<file path="src/lsu_pkg.sv">
package lsu_pkg;

  // --------------------
  // access encodings
  // --------------------

  // access width, same two-bit code on every port
  typedef enum logic [1:0] {
    LS_BYTE   = 2'b00,
    LS_HALF   = 2'b01,
    LS_WORD   = 2'b10,
    LS_DOUBLE = 2'b11
  } ldst_width_t;

  // load unit states
  typedef enum logic [1:0] {
    LD_IDLE   = 2'b00,
    LD_LOOKUP = 2'b01,
    LD_DONE   = 2'b10
  } ld_state_t;

  // any of these bits set marks an i/o address, never cached
  localparam logic [31:0] MMAP_MASK = 32'h8000_0000;

  // byte lanes covered by a width, low aligned
  function automatic logic [63:0] width_mask(input ldst_width_t w);
    logic [63:0] m;
    case (w)
      LS_BYTE: m = 64'h0000_0000_0000_00ff;
      LS_HALF: m = 64'h0000_0000_0000_ffff;
      LS_WORD: m = 64'h0000_0000_ffff_ffff;
      default: m = 64'hffff_ffff_ffff_ffff;
    endcase
    return m;
  endfunction

endpackage

</file>
<file path="src/l0_cache.sv">
`timescale 1ns/1ns

module l0_cache import lsu_pkg::*; #(
  parameter int unsigned ALEN = 32,
  parameter int unsigned XLEN = 64,
  parameter int unsigned DEPTH = 8,
  localparam int unsigned IdxW = $clog2(DEPTH)
) (
  input  logic            clk_i,
  input  logic            rst_ni,
  input  logic            flush_i,
  // push from the store buffer
  input  logic            st_valid_i,
  input  logic [ALEN-1:0] st_addr_i,
  input  logic [IdxW-1:0] st_idx_i,
  // entry read back at the hint
  input  logic            st_cached_i,
  input  logic [ALEN-1:0] st_cached_addr_i,
  input  ldst_width_t     st_cached_width_i,
  input  logic [XLEN-1:0] st_cached_value_i,
  output logic [IdxW-1:0] st_idx_o,
  // held load
  input  logic [ALEN-1:0] ld_addr_i,
  input  ldst_width_t     ld_width_i,
  output logic            ld_valid_o,
  output logic [XLEN-1:0] ld_value_o
);

  // one slot per doubleword index
  logic [DEPTH-1:0] slot_valid_q;
  logic [IdxW-1:0]  slot_idx_q [DEPTH];

  logic [IdxW-1:0]  st_slot;
  logic [IdxW-1:0]  ld_slot;
  logic             st_cacheable;
  logic             ld_cacheable;
  logic             cache_upd;
  logic             st_hit;

  // --------------------
  // hint update
  // --------------------

  // i/o space never gets a hint
  assign st_cacheable = (st_addr_i & ALEN'(MMAP_MASK)) == '0;
  assign cache_upd    = st_valid_i & st_cacheable;
  // slot from the bits just above the byte offset
  assign st_slot      = st_addr_i[IdxW+2:3];

  // flush wins over a push in the same cycle
  always_ff @(posedge clk_i or negedge rst_ni) begin
    if (!rst_ni) begin
      slot_valid_q <= '0;
    end else if (flush_i) begin
      slot_valid_q <= '0;
    end else if (cache_upd) begin
      slot_valid_q[st_slot] <= 1'b1;
    end
  end

  always_ff @(posedge clk_i) begin
    if (cache_upd && !flush_i) begin
      slot_idx_q[st_slot] <= st_idx_i;
    end
  end

  // --------------------
  // forwarding match
  // --------------------

  assign ld_slot      = ld_addr_i[IdxW+2:3];
  assign ld_cacheable = (ld_addr_i & ALEN'(MMAP_MASK)) == '0;
  assign st_idx_o     = slot_idx_q[ld_slot];

  // hinted entry still buffered, same address, same width
  assign st_hit = st_cached_i
                & (st_cached_addr_i == ld_addr_i)
                & (st_cached_width_i == ld_width_i);

  // a reused buffer slot could alias an i/o store, so gate on the load too
  assign ld_valid_o = slot_valid_q[ld_slot] & ld_cacheable & st_hit;
  assign ld_value_o = st_cached_value_i;

endmodule

</file>
<file path="src/load_unit.sv">
`timescale 1ns/1ns

module load_unit import lsu_pkg::*; #(
  parameter int unsigned ALEN = 32,
  parameter int unsigned XLEN = 64
) (
  input  logic            clk_i,
  input  logic            rst_ni,
  // load request
  input  logic            ld_req_i,
  input  logic [ALEN-1:0] ld_addr_i,
  input  ldst_width_t     ld_width_i,
  output logic            ld_busy_o,
  output logic            ld_done_o,
  output logic [XLEN-1:0] ld_data_o,
  output logic            ld_fwd_o,
  // held load to cache and buffer
  output logic [ALEN-1:0] lk_addr_o,
  output ldst_width_t     lk_width_o,
  input  logic            fwd_hit_i,
  input  logic [XLEN-1:0] fwd_value_i,
  input  logic            conflict_i,
  // memory read
  output logic            mem_re_o,
  output logic [ALEN-1:0] mem_raddr_o,
  output ldst_width_t     mem_rwidth_o,
  input  logic [XLEN-1:0] mem_rdata_i
);

  ld_state_t       state_q;
  ld_state_t       state_d;
  logic [ALEN-1:0] addr_q;
  ldst_width_t     width_q;
  logic [XLEN-1:0] data_q;
  logic            fwd_q;

  // --------------------
  // next state
  // --------------------

  always_comb begin
    state_d = state_q;
    case (state_q)
      LD_IDLE: begin
        if (ld_req_i) state_d = LD_LOOKUP;
      end
      LD_LOOKUP: begin
        // forward first, the hinted entry is the newest store there
        if (fwd_hit_i || !conflict_i) state_d = LD_DONE;
      end
      default: state_d = LD_IDLE;
    endcase
  end

  always_ff @(posedge clk_i or negedge rst_ni) begin
    if (!rst_ni) begin
      state_q <= LD_IDLE;
      fwd_q   <= 1'b0;
    end else begin
      state_q <= state_d;
      if (state_q == LD_LOOKUP && fwd_hit_i) begin
        fwd_q <= 1'b1;
      end else if (state_q == LD_LOOKUP && !conflict_i) begin
        fwd_q <= 1'b0;
      end
    end
  end

  // request held for the whole lookup
  always_ff @(posedge clk_i) begin
    if (state_q == LD_IDLE && ld_req_i) begin
      addr_q  <= ld_addr_i;
      width_q <= ld_width_i;
    end
    if (state_q == LD_LOOKUP) begin
      if (fwd_hit_i) data_q <= fwd_value_i;
      else if (!conflict_i) data_q <= mem_rdata_i;
    end
  end

  // --------------------
  // outputs
  // --------------------

  assign ld_busy_o    = (state_q != LD_IDLE);
  assign ld_done_o    = (state_q == LD_DONE);
  assign ld_data_o    = data_q;
  assign ld_fwd_o     = fwd_q;
  assign lk_addr_o    = addr_q;
  assign lk_width_o   = width_q;
  // read only once nothing buffered touches the doubleword
  assign mem_re_o     = (state_q == LD_LOOKUP) & ~fwd_hit_i & ~conflict_i;
  assign mem_raddr_o  = addr_q;
  assign mem_rwidth_o = width_q;

endmodule

</file>
<file path="src/lsu_top.sv">
`timescale 1ns/1ns

module lsu_top import lsu_pkg::*; #(
  parameter int unsigned ALEN = 32,
  parameter int unsigned XLEN = 64,
  parameter int unsigned DEPTH = 8,
  localparam int unsigned IdxW = $clog2(DEPTH)
) (
  input  logic            clk_i,
  input  logic            rst_ni,
  input  logic            flush_i,
  // stores
  input  logic            st_req_i,
  input  logic [ALEN-1:0] st_addr_i,
  input  ldst_width_t     st_width_i,
  input  logic [XLEN-1:0] st_value_i,
  output logic            st_full_o,
  // loads
  input  logic            ld_req_i,
  input  logic [ALEN-1:0] ld_addr_i,
  input  ldst_width_t     ld_width_i,
  output logic            ld_busy_o,
  output logic            ld_done_o,
  output logic [XLEN-1:0] ld_data_o,
  output logic            ld_fwd_o,
  // memory write
  output logic            mem_we_o,
  output logic [ALEN-1:0] mem_waddr_o,
  output ldst_width_t     mem_wwidth_o,
  output logic [XLEN-1:0] mem_wdata_o,
  input  logic            mem_wstall_i,
  // memory read
  output logic            mem_re_o,
  output logic [ALEN-1:0] mem_raddr_o,
  output ldst_width_t     mem_rwidth_o,
  input  logic [XLEN-1:0] mem_rdata_i
);

  // --------------------
  // internal links
  // --------------------

  // buffer to cache
  logic            push;
  logic [ALEN-1:0] push_addr;
  logic [IdxW-1:0] push_idx;
  logic [IdxW-1:0] hint_idx;
  logic            cached;
  logic [ALEN-1:0] cached_addr;
  ldst_width_t     cached_width;
  logic [XLEN-1:0] cached_value;
  // load unit side
  logic [ALEN-1:0] lk_addr;
  ldst_width_t     lk_width;
  logic            fwd_hit;
  logic [XLEN-1:0] fwd_value;
  logic            ld_conflict;

  store_buffer #(
    .ALEN (ALEN),
    .XLEN (XLEN),
    .DEPTH(DEPTH)
  ) u_stbuf (
    .clk_i         (clk_i),
    .rst_ni        (rst_ni),
    .st_req_i      (st_req_i),
    .st_addr_i     (st_addr_i),
    .st_width_i    (st_width_i),
    .st_value_i    (st_value_i),
    .st_full_o     (st_full_o),
    .push_o        (push),
    .push_addr_o   (push_addr),
    .push_idx_o    (push_idx),
    .hint_idx_i    (hint_idx),
    .cached_o      (cached),
    .cached_addr_o (cached_addr),
    .cached_width_o(cached_width),
    .cached_value_o(cached_value),
    .ld_addr_i     (lk_addr),
    .ld_conflict_o (ld_conflict),
    .mem_we_o      (mem_we_o),
    .mem_waddr_o   (mem_waddr_o),
    .mem_wwidth_o  (mem_wwidth_o),
    .mem_wdata_o   (mem_wdata_o),
    .mem_wstall_i  (mem_wstall_i)
  );

  l0_cache #(
    .ALEN (ALEN),
    .XLEN (XLEN),
    .DEPTH(DEPTH)
  ) u_l0 (
    .clk_i            (clk_i),
    .rst_ni           (rst_ni),
    .flush_i          (flush_i),
    .st_valid_i       (push),
    .st_addr_i        (push_addr),
    .st_idx_i         (push_idx),
    .st_cached_i      (cached),
    .st_cached_addr_i (cached_addr),
    .st_cached_width_i(cached_width),
    .st_cached_value_i(cached_value),
    .st_idx_o         (hint_idx),
    .ld_addr_i        (lk_addr),
    .ld_width_i       (lk_width),
    .ld_valid_o       (fwd_hit),
    .ld_value_o       (fwd_value)
  );

  load_unit #(
    .ALEN(ALEN),
    .XLEN(XLEN)
  ) u_ld (
    .clk_i       (clk_i),
    .rst_ni      (rst_ni),
    .ld_req_i    (ld_req_i),
    .ld_addr_i   (ld_addr_i),
    .ld_width_i  (ld_width_i),
    .ld_busy_o   (ld_busy_o),
    .ld_done_o   (ld_done_o),
    .ld_data_o   (ld_data_o),
    .ld_fwd_o    (ld_fwd_o),
    .lk_addr_o   (lk_addr),
    .lk_width_o  (lk_width),
    .fwd_hit_i   (fwd_hit),
    .fwd_value_i (fwd_value),
    .conflict_i  (ld_conflict),
    .mem_re_o    (mem_re_o),
    .mem_raddr_o (mem_raddr_o),
    .mem_rwidth_o(mem_rwidth_o),
    .mem_rdata_i (mem_rdata_i)
  );

endmodule

</file>
<file path="src/store_buffer.sv">
`timescale 1ns/1ns

module store_buffer import lsu_pkg::*; #(
  parameter int unsigned ALEN = 32,
  parameter int unsigned XLEN = 64,
  parameter int unsigned DEPTH = 8,
  localparam int unsigned IdxW = $clog2(DEPTH)
) (
  input  logic            clk_i,
  input  logic            rst_ni,
  // store request
  input  logic            st_req_i,
  input  logic [ALEN-1:0] st_addr_i,
  input  ldst_width_t     st_width_i,
  input  logic [XLEN-1:0] st_value_i,
  output logic            st_full_o,
  // push notice to the cache
  output logic            push_o,
  output logic [ALEN-1:0] push_addr_o,
  output logic [IdxW-1:0] push_idx_o,
  // entry selected by the cache hint
  input  logic [IdxW-1:0] hint_idx_i,
  output logic            cached_o,
  output logic [ALEN-1:0] cached_addr_o,
  output ldst_width_t     cached_width_o,
  output logic [XLEN-1:0] cached_value_o,
  // held load address
  input  logic [ALEN-1:0] ld_addr_i,
  output logic            ld_conflict_o,
  // drain to memory
  output logic            mem_we_o,
  output logic [ALEN-1:0] mem_waddr_o,
  output ldst_width_t     mem_wwidth_o,
  output logic [XLEN-1:0] mem_wdata_o,
  input  logic            mem_wstall_i
);

  // entry storage
  logic [DEPTH-1:0] valid_q;
  logic [ALEN-1:0]  addr_q  [DEPTH];
  ldst_width_t      width_q [DEPTH];
  logic [XLEN-1:0]  value_q [DEPTH];

  // ring pointers and occupancy
  logic [IdxW-1:0]  head_q;
  logic [IdxW-1:0]  tail_q;
  logic [IdxW:0]    count_q;

  logic             push;
  logic             pop;
  logic [DEPTH-1:0] dw_match;

  // --------------------
  // push and pop
  // --------------------

  assign st_full_o = (count_q == (IdxW+1)'(DEPTH));
  // full blocks a push even when the head retires this cycle
  assign push      = st_req_i & ~st_full_o;
  // oldest entry leaves on a write edge without stall
  assign pop       = mem_we_o & ~mem_wstall_i;

  always_ff @(posedge clk_i or negedge rst_ni) begin
    if (!rst_ni) begin
      head_q  <= '0;
      tail_q  <= '0;
      count_q <= '0;
      valid_q <= '0;
    end else begin
      if (push) begin
        tail_q          <= tail_q + 1'b1;
        valid_q[tail_q] <= 1'b1;
      end
      // clearing valid kills any stale cache hint to this slot
      if (pop) begin
        head_q          <= head_q + 1'b1;
        valid_q[head_q] <= 1'b0;
      end
      case ({push, pop})
        2'b10:   count_q <= count_q + 1'b1;
        2'b01:   count_q <= count_q - 1'b1;
        default: count_q <= count_q;
      endcase
    end
  end

  // payload, value kept masked to its width
  always_ff @(posedge clk_i) begin
    if (push) begin
      addr_q[tail_q]  <= st_addr_i;
      width_q[tail_q] <= st_width_i;
      value_q[tail_q] <= st_value_i & width_mask(st_width_i);
    end
  end

  // --------------------
  // cache side
  // --------------------

  assign push_o         = push;
  assign push_addr_o    = st_addr_i;
  assign push_idx_o     = tail_q;

  // entry behind the hint, valid bit says if it is still buffered
  assign cached_o       = valid_q[hint_idx_i];
  assign cached_addr_o  = addr_q[hint_idx_i];
  assign cached_width_o = width_q[hint_idx_i];
  assign cached_value_o = value_q[hint_idx_i];

  // doubleword compare against every live entry
  always_comb begin
    for (int i = 0; i < DEPTH; i++) begin
      dw_match[i] = valid_q[i] && (addr_q[i][ALEN-1:3] == ld_addr_i[ALEN-1:3]);
    end
  end

  assign ld_conflict_o = |dw_match;

  // --------------------
  // drain port
  // --------------------

  // head valid means the buffer is not empty
  assign mem_we_o     = valid_q[head_q];
  assign mem_waddr_o  = addr_q[head_q];
  assign mem_wwidth_o = width_q[head_q];
  assign mem_wdata_o  = value_q[head_q];

endmodule

</file>
<file path="config.mk">
export PLATFORM = sky130hd
export DESIGN_NAME = lsu_top
export DESIGN_NICKNAME = d
export VERILOG_FILES = /design/src/lsu_pkg.sv /design/src/l0_cache.sv /design/src/load_unit.sv /design/src/lsu_top.sv /design/src/store_buffer.sv
export SDC_FILE = /design/constraint.sdc
export NUM_CORES = 2
export LEC_CHECK = 0
export BUFFER_PORTS_ARGS = -buffer_cell sky130_fd_sc_hd__buf_2
export CAP_MARGIN = 20
export CORE_MARGIN = 2
export CORE_UTILIZATION = 60
export CTS_CLUSTER_SIZE = 30
export DETAILED_ROUTE_END_ITERATION = 12
export GPL_TIMING_DRIVEN = 0
export HOLD_SLACK_MARGIN = 0.15
export PLACE_DENSITY = 0.81
export SLEW_MARGIN = 20
export SYNTH_ARGS = -nofsm -noshare
export SYNTH_HDL_FRONTEND = slang
export SYNTH_HIERARCHICAL = 1
export SYNTH_SLANG_ARGS = --single-unit
</file>
<file path="constraint.sdc">
create_clock -name clk_i -period 26.7 [get_ports clk_i]
set_clock_uncertainty 0.2 [all_clocks]
set_input_delay 1.335 -clock clk_i [delete_from_list [all_inputs] [get_ports clk_i]]
set_output_delay 1.335 -clock clk_i [all_outputs]
set_load 0.005 [all_outputs]
</file>
==> qor.yml <==
status: "finished clean"
num_rows: 101
path_max_fanout: 10
grt_pass1_wl_um: 197000
arrival_ns: 6.82
grt_usage_pct: 35.6
fillCellCount: 4577
ant_nets: 0
start_util_pct: 60.4
drt_iter0_drc: 3741
endpoint_kind: "primary output"
cts_tree: "yes"
maxSlewHeadroom_pct: 21.7
critPathKind: "reg2out"
maxClockFrequency_mhz: 120
start_kind: "register"
fin_crit_ns: 8.35
min-delay-path-class: "reg2reg"
tns_ns: 0
netlist_area_um2: 45600
cts_resized: 0
final_max_slew_viol_count: 0
hold_viol: 0
die-area_um2: 78300
overflow: 0
drive_gt1_share_pct: 49.0
io_buffers: 403
grt_start_max_net_pins: 30
final_core_util_pct: 70.9
layout_common_cells: "906 x edfxtp_1, 459 x buf_2, 398 x mux4_2"
htree_levels: 3
drt-total-wl_um: 138000
grt_pass1_vias: 28205
setup_viol: 0
leakagePower_nw: 18.5
clk_path_buf_depth: 3
syn_nets: 2597
core_um2: 75600
area_growth_pct: 17.4
clk_pin_slew_ns: 0.06
io_pins: 404
nets: 3213
cts_setup_buffers: 0
fin_hold_ws_ns: 0.291
p_per_area_nw_per_um2: 97.6
syn_area_per_cell_um2: 19.1
maxCapViolCount: 0
viasPerCell: 6.80
worstMarginPinSlew_ns: 1.18
die_h_um: 280
cts_buffers: 96
fp.dieW_um: 280
rsz0062_at_grt: "no"
ctsRootBufferMaster: "clkbuf_16"
dr.pass1.iters: 6
synth-warning-count: 6
vdd_drop_max_mv: 0.0769
route.vias.total: 27671
clk_latency_ns: 0.66
synth_cells: 2390
cts_hold_buf: 0
total_power_mw: 5.23
place_hpwl_um: 99800
critPathRequiredTime_ns: 25.16
cts_sinks: 935
layout_commonest_cell: "edfxtp_1"
antenna_found_initial: 12
period_share_pct: 31.3
avgRoutedWirePerCell_um: 33.9
gp_congestion: 1.00
route.detailed.drc: 0
per-stage QoR:
step	cells	area, um^2	setup slack [ns]
finish	4072	53600	18.35
global route	4066	53600	18.37
CTS	4064	53600	18.47
detailed placement	3886	50200	19.23
global placement	3771	48900	3.19
floorplan	2390	45600	14.84
critical path: stages, from the launching register on:
cell	delay, ns
edfxtp_1	0.48
buf_6	0.21
mux4_1	0.36
mux2_2	0.16
buf_2	0.39
buf_2	0.51
buf_1	0.72
mux4_2	0.42
mux2_2	0.29
xor2_1	0.16
nor4_1	0.63
nand3_1	0.29
nor4_2	0.58
buf_4	0.24
buf_6	0.23
buf_6	0.23
nor3_1	0.09
buf_2	0.16
sequential cells by signal, indices dropped and copies added, names as in the netlist:
signal,cells
u_l0/slot_valid_q,8
u_stbuf/count_q,4
u_ld/ld_data_o,64
u_ld/ld_fwd_o,1
u_l0/slot_idx_q,24
u_ld/state_q,2
u_ld/lk_addr_o,32
u_stbuf/head_q,3
u_stbuf/valid_q,8
u_stbuf/push_idx_o,3
u_stbuf/addr_q,256
u_stbuf/width_q,16
u_stbuf/value_q,512
u_ld/lk_width_o,2
area by class of cell:
cell class                 count  area (um^2)  share of cell area, %
inverter                      10         37.5                 0.0701
timing repair buffer         518         3280                   6.13
multi-input combinational   1184        16100                   30.1
buffer                       261         1590                   2.98
tap                          978         1220                   2.28
sequential                   935        27900                   52.1
antenna                        8         20.0                 0.0374
clock buffer                 113         2520                   4.70
clock inverter                65          817                   1.53
worst paths after layout:
path / start / to / slack (ns) / cells past startpoint
worst max-delay path: u_ld/lk_addr_o[3] / mem_re_o / 18.35 / 17
worst min-delay path: u_l0/slot_valid_q[7] / u_l0/slot_valid_q[7] / 0.29 / 1
worst max register to register: u_ld/lk_addr_o[3] / u_ld/ld_data_o[26] / 19.13 / 19
worst min register to register: u_l0/slot_valid_q[7] / u_l0/slot_valid_q[7] / 0.29 / 1
max in group asynchronous: rst_ni / u_l0/slot_valid_q[5] / 25.33 / 1
min in group asynchronous: rst_ni / u_stbuf/count_q[0] / 0.52 / 1
power breakdown:
group / leakage [nW] / internal, mW / switching [mW]
Combinational: 8.19 / 0.889 / 0.960
Sequential: 8.69 / 1.84 / 0.130
Clock: 1.61 / 0.849 / 0.563
Total: 18.5 / 3.58 / 1.65
routing by layer:
layer | wire length, um | vias to the layer above | global-route usage [%] | share of wire, %
li1 | - | 10965 | - | -
met1 | 48600 | 14460 | 47.1 | 35
met2 | 69200 | 1916 | 59.1 | 50
met3 | 14600 | 322 | 7.63 | 11
met4 | 5480 | 8 | 12.8 | 4.0
met5 | 44 | - | 0 | 0.032
Note: power is estimated with default switching activity, not from simulation.
